==> config.mk <==
export PLATFORM = sky130hd
export DESIGN_NAME = pokemon_shop_top
export DESIGN_NICKNAME = d
export VERILOG_FILES = /design/src/common/shop_pkg.sv /design/src/common/shop_req_if.sv /design/src/common/player_port_if.sv /design/src/verilog/command_decoder.sv /design/src/verilog/player_store.sv /design/src/verilog/shop_executor.sv /design/src/verilog/pokemon_shop_top.sv
export SDC_FILE = /design/constraint.sdc
export NUM_CORES = 1
export LEC_CHECK = 0
export ABC_AREA = 1
export BUFFER_PORTS_ARGS = -buffer_cell sky130_fd_sc_hd__buf_2
export CORE_UTILIZATION = 55
export DETAILED_ROUTE_END_ITERATION = 8
export PLACE_DENSITY = 0.71
export SETUP_SLACK_MARGIN = 0.5
export SYNTH_ARGS = -nofsm -noshare
export SYNTH_HDL_FRONTEND = slang
export SYNTH_HIERARCHICAL = 1
export SYNTH_SLANG_ARGS = --single-unit
export TNS_END_PERCENT = 100
==> constraint.sdc <==
create_clock -name clk -period 4.1 [get_ports clk]
set_input_delay 0.615 -clock clk [delete_from_list [all_inputs] [get_ports clk]]
set_output_delay 0.615 -clock clk [all_outputs]
set_load 0.1 [all_outputs]
==> src/common/shop_pkg.sv <==
package shop_pkg;

	//============================================================
	// widths
	//============================================================
	localparam int DATA_W = 16;
	localparam int MONEY_W = 16;
	localparam int COUNT_W = 4;
	localparam int COUNT_MAX = 15;
	localparam int INFO_W = 64;

	//============================================================
	// encodings
	//============================================================
	typedef enum logic [3:0]
	{
		no_action = 4'd0,
		buy = 4'd1,
		deposit = 4'd4,
		check = 4'd8
	} action_e;

	typedef enum logic [3:0]
	{
		no_err = 4'd0,
		already_have_pkm = 4'd1,
		out_of_money = 4'd2,
		bag_is_full = 4'd4
	} err_e;

	// one-hot
	typedef enum logic [3:0]
	{
		no_type = 4'd0,
		grass = 4'd1,
		fire = 4'd2,
		water = 4'd4,
		electric = 4'd8
	} pkm_type_e;

	typedef enum logic [3:0]
	{
		none = 4'd0,
		lowest = 4'd1
	} stage_e;

	typedef struct packed
	{
		stage_e stage;
		pkm_type_e pkm_type;
		logic [7:0] hp;
		logic [7:0] atk;
		logic [7:0] exp;
	} pkm_info_t;

	typedef struct packed
	{
		logic [COUNT_W-1:0] berry;
		logic [COUNT_W-1:0] medicine;
		logic [COUNT_W-1:0] candy;
		logic [COUNT_W-1:0] bracer;
		logic [MONEY_W-1:0] money;
	} bag_info_t;

	typedef struct packed
	{
		bag_info_t bag;
		pkm_info_t pkm;
	} player_rec_t;

	// same input word, meaning depends on which strobe came with it
	typedef union packed
	{
		struct packed
		{
			logic [DATA_W-9:0] rsv;
			logic [7:0] id;
		} d_id;
		struct packed
		{
			logic [DATA_W-5:0] rsv;
			action_e act;
		} d_act;
		struct packed
		{
			logic [DATA_W-5:0] rsv;
			logic [3:0] item;
		} d_item;
		struct packed
		{
			logic [DATA_W-5:0] rsv;
			logic [3:0] ptype;
		} d_type;
		logic [DATA_W-1:0] d_money;
	} d_word_u;

	//============================================================
	// prices and base stats
	//============================================================
	// berry, medicine, candy, bracer
	localparam logic [MONEY_W-1:0] ITEM_PRICE [4] = '{16, 128, 300, 64};
	// grass, fire, water, electric
	localparam logic [MONEY_W-1:0] PKM_PRICE [4] = '{100, 90, 110, 120};
	localparam logic [7:0] PKM_BASE_HP [4] = '{128, 119, 125, 122};
	localparam logic [7:0] PKM_BASE_ATK [4] = '{63, 64, 60, 65};

endpackage

==> src/common/shop_req_if.sv <==
`timescale 1ns/1ps

interface shop_req_if #(
	parameter int NUM_PLAYERS = 8
) ();

	localparam int ID_W = (NUM_PLAYERS > 1) ? $clog2(NUM_PLAYERS) : 1;

	logic req_valid;
	logic [ID_W-1:0] player;
	shop_pkg::action_e act;
	logic is_monster;
	shop_pkg::d_word_u operand;

	modport decoder
	(
		output req_valid,
		output player,
		output act,
		output is_monster,
		output operand
	);

	modport executor
	(
		input req_valid,
		input player,
		input act,
		input is_monster,
		input operand
	);

endinterface

==> src/common/player_port_if.sv <==
`timescale 1ns/1ps

interface player_port_if #(
	parameter int NUM_PLAYERS = 8
) ();

	localparam int ID_W = (NUM_PLAYERS > 1) ? $clog2(NUM_PLAYERS) : 1;

	logic [ID_W-1:0] addr;
	logic wr_en;
	shop_pkg::player_rec_t wr_data;
	shop_pkg::player_rec_t rd_data;

	modport store
	(
		input addr,
		input wr_en,
		input wr_data,
		output rd_data
	);

	modport executor
	(
		output addr,
		output wr_en,
		output wr_data,
		input rd_data
	);

endinterface

==> src/verilog/command_decoder.sv <==
`timescale 1ns/1ps

module command_decoder #(
	parameter int NUM_PLAYERS = 8
) (
	input logic clk,
	input logic rst_n,
	input logic id_valid,
	input logic act_valid,
	input logic item_valid,
	input logic type_valid,
	input logic amnt_valid,
	input shop_pkg::d_word_u d,
	shop_req_if.decoder req
);

	localparam int ID_W = (NUM_PLAYERS > 1) ? $clog2(NUM_PLAYERS) : 1;

	logic final_strobe;

	// check has no operand, so its action strobe closes the command
	assign final_strobe = item_valid || type_valid || amnt_valid ||
		(act_valid && d.d_act.act == shop_pkg::check);

	always_ff @(posedge clk or negedge rst_n)
	begin
		if (!rst_n)
		begin
			req.req_valid <= 1'b0;
			req.player <= '0;
			req.act <= shop_pkg::no_action;
			req.is_monster <= 1'b0;
		end
		else
		begin
			req.req_valid <= final_strobe;
			if (id_valid)
			begin
				req.player <= d.d_id.id[ID_W-1:0];
			end
			// pending action, held until the next act strobe
			if (act_valid)
			begin
				req.act <= d.d_act.act;
			end
			if (final_strobe)
			begin
				req.is_monster <= type_valid;
			end
		end
	end

	// operand word of the last strobe
	always_ff @(posedge clk)
	begin
		if (final_strobe)
		begin
			req.operand <= d;
		end
	end

endmodule

==> src/verilog/player_store.sv <==
`timescale 1ns/1ps

module player_store #(
	parameter int NUM_PLAYERS = 8
) (
	input logic clk,
	input logic rst_n,
	player_port_if.store port
);

	shop_pkg::player_rec_t recs [NUM_PLAYERS];

	always_ff @(posedge clk or negedge rst_n)
	begin
		if (!rst_n)
		begin
			for (int i = 0; i < NUM_PLAYERS; i++)
			begin
				recs[i] <= '0;
			end
		end
		else if (port.wr_en)
		begin
			recs[port.addr] <= port.wr_data;
		end
	end

	// read path is combinational
	assign port.rd_data = recs[port.addr];

	// id comes from the input word through the decoder
	a_wr_addr_range: assert property (
		@(posedge clk) disable iff (!rst_n)
		port.wr_en |-> (port.addr < NUM_PLAYERS)
	);

endmodule

==> src/verilog/shop_executor.sv <==
`timescale 1ns/1ps

module shop_executor #(
	parameter int NUM_PLAYERS = 8
) (
	input logic clk,
	input logic rst_n,
	shop_req_if.executor req,
	player_port_if.executor port,
	output logic out_valid,
	output logic complete,
	output shop_pkg::err_e err_msg,
	output shop_pkg::player_rec_t out_info
);

	localparam int ID_W = (NUM_PLAYERS > 1) ? $clog2(NUM_PLAYERS) : 1;

	logic busy;
	logic [ID_W-1:0] player_q;
	shop_pkg::player_rec_t rec_q;
	shop_pkg::player_rec_t rec_nxt;
	shop_pkg::err_e err_nxt;
	logic [3:0] sel;
	logic [1:0] idx;
	logic [shop_pkg::MONEY_W-1:0] price;
	logic [3:0][shop_pkg::COUNT_W-1:0] cnt;

	function automatic logic [1:0] lowest_set(input logic [3:0] v);
		logic [1:0] pos;
		pos = 2'd0;
		for (int i = 3; i >= 0; i--)
		begin
			if (v[i])
				pos = i[1:0];
		end
		return pos;
	endfunction

	//============================================================
	// apply step
	//============================================================
	// decoder holds act and operand until the next command
	always_comb
	begin
		sel = req.is_monster ? req.operand.d_type.ptype : req.operand.d_item.item;
		idx = lowest_set(sel);
		price = req.is_monster ? shop_pkg::PKM_PRICE[idx] : shop_pkg::ITEM_PRICE[idx];
		cnt = {rec_q.bag.bracer, rec_q.bag.candy, rec_q.bag.medicine, rec_q.bag.berry};
		rec_nxt = rec_q;
		err_nxt = shop_pkg::no_err;
		case (req.act)
			shop_pkg::deposit:
				rec_nxt.bag.money = rec_q.bag.money + req.operand.d_money;
			shop_pkg::buy:
			begin
				if (sel == 4'd0 || price > rec_q.bag.money)
					err_nxt = shop_pkg::out_of_money;
				else if (req.is_monster)
				begin
					if (rec_q.pkm.pkm_type != shop_pkg::no_type)
						err_nxt = shop_pkg::already_have_pkm;
					else
					begin
						rec_nxt.bag.money = rec_q.bag.money - price;
						rec_nxt.pkm.stage = shop_pkg::lowest;
						rec_nxt.pkm.pkm_type = shop_pkg::pkm_type_e'(4'b0001 << idx);
						rec_nxt.pkm.hp = shop_pkg::PKM_BASE_HP[idx];
						rec_nxt.pkm.atk = shop_pkg::PKM_BASE_ATK[idx];
						rec_nxt.pkm.exp = 8'd0;
					end
				end
				else if (cnt[idx] == shop_pkg::COUNT_MAX)
					err_nxt = shop_pkg::bag_is_full;
				else
				begin
					cnt[idx] = cnt[idx] + 1'b1;
					rec_nxt.bag.money = rec_q.bag.money - price;
					{rec_nxt.bag.bracer, rec_nxt.bag.candy,
						rec_nxt.bag.medicine, rec_nxt.bag.berry} = cnt;
				end
			end
			// check leaves the record as is
			default:
				rec_nxt = rec_q;
		endcase
	end

	assign port.addr = busy ? player_q : req.player;
	assign port.wr_en = busy;
	assign port.wr_data = rec_nxt;

	//============================================================
	// load step and result
	//============================================================
	always_ff @(posedge clk)
	begin
		if (req.req_valid)
		begin
			rec_q <= port.rd_data;
			player_q <= req.player;
		end
	end

	always_ff @(posedge clk or negedge rst_n)
	begin
		if (!rst_n)
		begin
			busy <= 1'b0;
			out_valid <= 1'b0;
			complete <= 1'b0;
			err_msg <= shop_pkg::no_err;
			out_info <= '0;
		end
		else
		begin
			busy <= req.req_valid;
			out_valid <= busy;
			complete <= busy && (err_nxt == shop_pkg::no_err);
			err_msg <= busy ? err_nxt : shop_pkg::no_err;
			out_info <= (busy && err_nxt == shop_pkg::no_err) ?
				rec_nxt : shop_pkg::player_rec_t'('0);
		end
	end

	// no new command while one is in flight
	a_no_req_busy: assert property (
		@(posedge clk) disable iff (!rst_n)
		busy |-> !req.req_valid
	);

	a_out_pulse: assert property (
		@(posedge clk) disable iff (!rst_n)
		out_valid |=> !out_valid
	);

endmodule

==> src/verilog/pokemon_shop_top.sv <==
`timescale 1ns/1ps

module pokemon_shop_top #(
	parameter int NUM_PLAYERS = 8
) (
	input logic clk,
	input logic rst_n,
	input logic id_valid,
	input logic act_valid,
	input logic item_valid,
	input logic type_valid,
	input logic amnt_valid,
	input logic [shop_pkg::DATA_W-1:0] d,
	output logic out_valid,
	output logic complete,
	output logic [3:0] err_msg,
	output logic [shop_pkg::INFO_W-1:0] out_info
);

	shop_req_if #(.NUM_PLAYERS(NUM_PLAYERS)) req_if ();
	player_port_if #(.NUM_PLAYERS(NUM_PLAYERS)) port_if ();

	command_decoder #(.NUM_PLAYERS(NUM_PLAYERS)) command_decoder_i (
		.clk(clk),
		.rst_n(rst_n),
		.id_valid(id_valid),
		.act_valid(act_valid),
		.item_valid(item_valid),
		.type_valid(type_valid),
		.amnt_valid(amnt_valid),
		.d(shop_pkg::d_word_u'(d)),
		.req(req_if.decoder)
	);

	player_store #(.NUM_PLAYERS(NUM_PLAYERS)) player_store_i (
		.clk(clk),
		.rst_n(rst_n),
		.port(port_if.store)
	);

	shop_executor #(.NUM_PLAYERS(NUM_PLAYERS)) shop_executor_i (
		.clk(clk),
		.rst_n(rst_n),
		.req(req_if.executor),
		.port(port_if.executor),
		.out_valid(out_valid),
		.complete(complete),
		.err_msg(err_msg),
		.out_info(out_info)
	);

endmodule

==> results.ini, run 1 <==
[drt]
wl_per_cell_um=17.2
dr.pass1.iters=6
ant_nets=0
routed_wirelength_mm=87.2
viasPerCell=5.31
first_iter_violations=2850
num_vias=27000
drc=0

[yosys]
syn-num-nets=4281
synth_area_per_cell_um2=7.71
yosysSeqAreaShare=0.530
synth-seq-cells=674
netlist_area_um2=32600
netlist_instances=4226
synth_cell_types=45
yosysWarnings=6

[clock_tree]
cts_sinks=674
cts_hold_buf=0
cts_root_buf=clkbuf_16
clock_latency_ns=0.62
cts.reportedPaths.clkPinSlew_ns=0.06
htreeDepth=3
cts_buffers=72
cts.path.max_buffers=3
cts_tree=done

[floorplanning]
dieHeight_um=245
dieArea_um2=60200
num_rows=88
initial_core_util=0.560
core_area_um2=58100
io-pin-count=93
die_w_um=245

[grt]
grtUsageTotal=0.293
grt_first_pass_wirelength_mm=138
grt_start_max_net_pins=129
antenna_found_initial=1
first_global_vias=24900
grt_overflow=0

[timing]
clock_skew_ns=0.0198
min_period_over_period=0.867
relSlewSlack=0.395
setup_ws_ns=0.544
finalHoldViolations=0
finalSetupViolCount=0
hold_ws_ns=0.0632
max_slew.worst_pin.slew_ns=0.907
slew_viol_final=0
max_freq_mhz=281
min_period_ns=3.56
tns_ns=0
rsz0062_at_grt=true

[finish]
final_cell_mix=nand2_1, dfrtp_1, inv_1
n_antenna_cell=0
drive_above_1_share=0.110
fillCellCount=5059
layout.nets=4315
area_delta_synth_final_pct=13.0
final_common_cell=nand2_1

[setup_path]
cp-end-kind=flop
cp_max_fo=7
cp-start-kind=flop
cp_data_arrival_time_ns=4.09
crit_type=reg2reg
crit_required_ns=4.63

[power]
power.total_w=0.0285
cellPowerDensity_nw_per_um2=774
p_leak_nw=19.2
peakVddDrop_v=0.000631

[place]
globalplace.congestion=1.01
dp_slack_ns=0.234
port_buffers=91
dp_hpwl_mm=50.4

[status]
status=finished clean

[flow_run]
maxCapViolCount=0

[min_path]
hold_path.class=in2async

critical path, cell delays in order (launching register included):
cell and delay, ns:
edfxtp_1 0.49, nor2_4 0.20, o21ai_4 0.09, buf_6 0.13, buf_4 0.13, ha_1 0.17
nor2_1 0.12, nor2_2 0.05, ha_1 0.33, nand2_2 0.07, nor2_1 0.11, nand2_1 0.10
nand2_2 0.08, nand2_2 0.06, nand2_2 0.08, nand2_4 0.09, nor2_8 0.26, nand2_8 0.17
buf_12 0.22, nand2_1 0.05, inv_1 0.06, nor2_2 0.15, inv_2 0.10, o21ai_1 0.16
registers in the layout, indices dropped and copies added, names as in the netlist:
name                              cells
command_decoder_i/req.req_valid       1
player_store_i/recs                 512
shop_executor_i/player_q              3
command_decoder_i/req.is_monster      1
shop_executor_i/out_info             64
shop_executor_i/rec_q                64
command_decoder_i/req.act             4
shop_executor_i/port.wr_en            1
shop_executor_i/out_valid             1
command_decoder_i/req.operand        16
shop_executor_i/err_msg               3
shop_executor_i/complete              1
command_decoder_i/req.player          3
stage by stage:
step,std cells,util,area [um2]
after detailed placement,4922,0.580,33700
after global placement,4922,0.580,33700
after global routing,5081,0.633,36800
after floorplan,4226,-,32600
final,5081,0.633,36800
after CTS,5059,0.623,36200
synthesized netlist by cell type, drive strengths merged:
master | count | area, um2
o21bai | 3 | 22.5
edfxtp | 83 | 2490
a21boi | 1 | 7.51
inv | 525 | 1970
nand2 | 1798 | 6800
o211ai | 3 | 22.5
clkbuf | 80 | 300
a21oi | 51 | 255
a21o | 4 | 30.0
o21ai | 561 | 2820
buf | 143 | 813
nand3b | 2 | 15.0
nor2 | 92 | 379
a31oi | 1 | 6.26
and2 | 2 | 12.5
ha | 30 | 375
mux2 | 3 | 33.8
nor4 | 2 | 33.8
or2 | 6 | 37.5
conb | 1 | 3.75
dfrtp | 591 | 14800
xor2 | 3 | 26.3
o22ai | 2 | 12.5
nor3 | 10 | 50.1
nand4 | 16 | 128
xnor2 | 5 | 43.8
fa | 2 | 40.0
nand3 | 204 | 1050
clkinv | 2 | 8.75
metal layers:
metal	vias to the layer above	wire length, um	global-route usage	part of all wire
met2	833	40300	0.469	0.46
li1	13200	-	-	-
met4	2	2220	0.0807	0.025
met1	12800	39100	0.417	0.45
met5	-	7	0	0.000080
met3	143	5660	0.0431	0.065
cell type report:
| type | count | area, um2 | area share |
|---|---|---|---|
| Sequential cell | 674 | 17300 | 0.469 |
| Tap cell | 765 | 957 | 0.0260 |
| Timing Repair Buffer | 183 | 1480 | 0.0403 |
| Inverter | 527 | 2020 | 0.0547 |
| Clock buffer | 109 | 2140 | 0.0582 |
| Multi-Input combinational cell | 2802 | 12600 | 0.343 |
| Clock inverter | 21 | 289 | 0.00785 |
final timing paths:
path                                                   from                                 to  slack [ns]  cells past startpoint
min in group clk                                      d[11]  command_decoder_i/req.operand[11]        0.18                      1
setup reg to reg           command_decoder_i/req.operand[1]           player_store_i/recs[468]        0.54                     23
hold reg to reg             command_decoder_i/req.player[2]        shop_executor_i/player_q[2]        0.47                      0
max in group asynchronous                             rst_n           player_store_i/recs[132]        2.95                      2
hold / removal                                        rst_n         shop_executor_i/err_msg[1]        0.06                      1
setup / recovery           command_decoder_i/req.operand[1]           player_store_i/recs[468]        0.54                     23
power by group:
part	leakage [nW]	internal, W	switching (W)
clock network	1.19	0.00400	0.00266
logic	9.53	0.00309	0.00760
registers	8.53	0.00970	0.00145
total	19.2	0.0168	0.0117
kinds of logic after synthesis:
kind of cell | Yosys count | share of synthesized area
multiplexers | 3 | 0.00104
adder cells (fa/ha/maj) | 32 | 0.0128
flip-flops | 674 | 0.530
AND/OR/NAND/NOR | 2132 | 0.261
AO/OA/AOI/OAI | 626 | 0.0975
XOR/XNOR | 8 | 0.00215
buffers and inverters | 750 | 0.0949
other | 1 | 0.000115
repair_timing:
action                     in CTS  in global routing
pin swaps                       2                 20
gates cloned                    0                  2
setup endpoints to repair     409                565
setup buffers                   7                 20
resized for setup              21                174
No activity file was read; power rests on OpenSTA's default activity.
==> inputs of run 2 (changes only) <==
--- a/config.mk
+++ b/config.mk
@@ -7,6 +7,7 @@
 export LEC_CHECK = 0
 export ABC_AREA = 1
 export BUFFER_PORTS_ARGS = -buffer_cell sky130_fd_sc_hd__buf_2
+export CORE_MARGIN = 3
 export CORE_UTILIZATION = 55
 export DETAILED_ROUTE_END_ITERATION = 8
 export PLACE_DENSITY = 0.71
==> constraint.sdc (replaced) <==
create_clock -name clk -period 4.1 [get_ports clk]
set_input_delay 0.82 -clock clk [delete_from_list [all_inputs] [get_ports clk]]
set_output_delay 0.82 -clock clk [all_outputs]
set_load 0.1 [all_outputs]
==> run 2 against run 1 <==
  * Worst setup slack worse by 0.046 ns
  * Clock power down 0.6%
  * First-iteration DRC count down 6.2%
  * Via count up 0.55%
  * Sequential share of layout area down 0.051 points
  * Flip-flop and latch count unchanged
  * Non-clock buffer count unchanged
  * Maximum frequency down 1.3%
  * Sequential power about the same
  * Hold slack better by 0.21 ns
  * Combinational power about the same
==> results.ini, run 2 (synthesis results as in run 1) <==
[floorplanning]
io-pin-count=93  ; unchanged
die_w_um=249  ; +1.6%
dieArea_um2=62200  ; +3.3%
core_area_um2=58100  ; unchanged
dieHeight_um=249  ; +1.6%
initial_core_util=0.560  ; unchanged
num_rows=88  ; unchanged

[drt]
viasPerCell=5.34  ; +0.51%
wl_per_cell_um=17.5  ; +1.8%
num_vias=27200  ; +0.55%
drc=0  ; unchanged
ant_nets=0  ; unchanged
first_iter_violations=2674  ; -6.2%
dr.pass1.iters=6  ; unchanged
routed_wirelength_mm=88.8  ; +1.9%

[place]
globalplace.congestion=1.01  ; +0.39%
port_buffers=91  ; unchanged
dp_hpwl_mm=50.6  ; +0.50%

[flow_run]
maxCapViolCount=0  ; unchanged

[grt]
grt_start_max_net_pins=109  ; -16%
first_global_vias=25300  ; +1.4%
antenna_found_initial=0  ; -1
grt_first_pass_wirelength_mm=141  ; +2.0%
grtUsageTotal=0.284  ; -0.00936
grt_overflow=0  ; unchanged

[finish]
n_antenna_cell=0  ; unchanged
largest_reg_flops=512  ; unchanged
layout.nets=4315  ; unchanged
final_cell_mix=nand2_1, dfrtp_1, inv_1
area_delta_synth_final_pct=13.1
drive_above_1_share=0.110  ; +0.000412
final_common_cell=nand2_1
regMostFlops=player_store_i/recs
reg.largest.list=player_store_i/recs: 512 flops, shop_executor_i/out_info: 64 flops, shop_executor_i/rec_q: 64 flops

[timing]
min_period_over_period=0.879  ; +0.0112
relSlewSlack=0.219  ; -0.176
clock_skew_ns=0.0249  ; +0.00510 ns
rsz0062_at_grt=true
finalSetupViolCount=0  ; unchanged
finalHoldViolations=0  ; unchanged
slew_viol_final=0  ; unchanged
min_period_ns=3.60  ; +0.0457 ns
max_slew.worst_pin.slew_ns=1.17  ; +0.264 ns
max_freq_mhz=278  ; -1.3%
hold_ws_ns=0.272  ; +0.209 ns
tns_ns=0  ; unchanged

[power]
p_leak_nw=19.3  ; about the same
peakVddDrop_v=0.000654  ; +3.6%
cellPowerDensity_nw_per_um2=773  ; -0.14%

[setup_path]
crit_type=reg2reg
cp_max_fo=8  ; +1
cp-end-kind=flop
crit_required_ns=4.53  ; -0.10 ns
crit_path_start=command_decoder_i/req.operand[3]
r2r-start=command_decoder_i/req.operand[3]
cp_data_arrival_time_ns=4.03  ; -0.06 ns
cp-start-kind=flop

[clock_tree]
cts_hold_buf=0  ; unchanged
clock_latency_ns=0.62  ; about the same
cts_root_buf=clkbuf_16
cts.reportedPaths.clkPinSlew_ns=0.06  ; about the same
cts_tree=done
htreeDepth=3  ; unchanged
cts_sinks=674  ; unchanged
cts.path.max_buffers=3  ; unchanged
cts_buffers=72  ; unchanged

[min_path]
hold_path.class=in2async

[status]
status=finished clean

run 2: final timing paths:
path / to / slack [ns] / depth (start not counted)
max: player_store_i/recs[498] / 0.50 / 21
min: shop_executor_i/out_info[37] / 0.27 / 1
max reg2reg: player_store_i/recs[498] / 0.50 / 21
min reg2reg: player_store_i/recs[189] / 0.48 / 2
max in group asynchronous: shop_executor_i/out_info[52] / 2.81 / 3
min in group clk: command_decoder_i/req.operand[12] / 0.39 / 1
run 2: where the power goes:
part	switching [W]	leakage, nW	internal, W
registers	0.00146	8.53	0.00969
logic	0.00763	9.54	0.00309
clock network	0.00269	1.18	0.00392
run 2: repair_timing:
item                                    CTS  global route
pin swaps                                 3            23
resized for setup                        64           125
cloned                                    1             1
buffers inserted                          5            18
endpoints found under the setup margin  468           569
run 2: final cells by class:
type,count,area [um2]
clock buffer,103,2110
clock inverter,29,305
fill,5122,21300
inverter,527,2020
multi-input combinational,2802,12700
sequential,674,17300
tap,765,957
timing repair buffer,183,1480
run 2: critical path, stage by stage (launching register included):
cell and delay (ns):
edfxtp_1 0.50, nand2_4 0.15, a21oi_4 0.08, buf_4 0.17, ha_1 0.20, nor2_1 0.27, nor2_4 0.07, ha_4 0.29
nand2_1 0.07, nand2_1 0.11, a21oi_2 0.08, nand2_2 0.09, nand2_2 0.06, nand2_2 0.09, nand2_4 0.09, nor2_8 0.19
buf_12 0.14, nand4_4 0.21, nand2_1 0.19, o21ai_4 0.09, inv_1 0.17, o21ai_0 0.14
run 2: per-layer routing:
metal	routed length [um]	GRT usage	vias up
met4	2520	0.0802	0
met1	39100	0.404	12900
met3	6600	0.0462	163
li1	-	-	13200
met2	40600	0.453	974
met5	0	0	-
run 2: metrics by stage:
step	total power, W	std cells	utilization	instance area, um2	setup WS, ns
floorplan	0.0187	4226	-	32600	0.763
detailed placement	0.0214	4926	0.580	33700	0.198
global placement	0.0211	4926	0.580	33700	0.257
finish	0.0285	5083	0.634	36900	0.498
CTS	0.0282	5064	0.625	36400	0.464
global route	0.0305	5083	0.634	36900	0.329
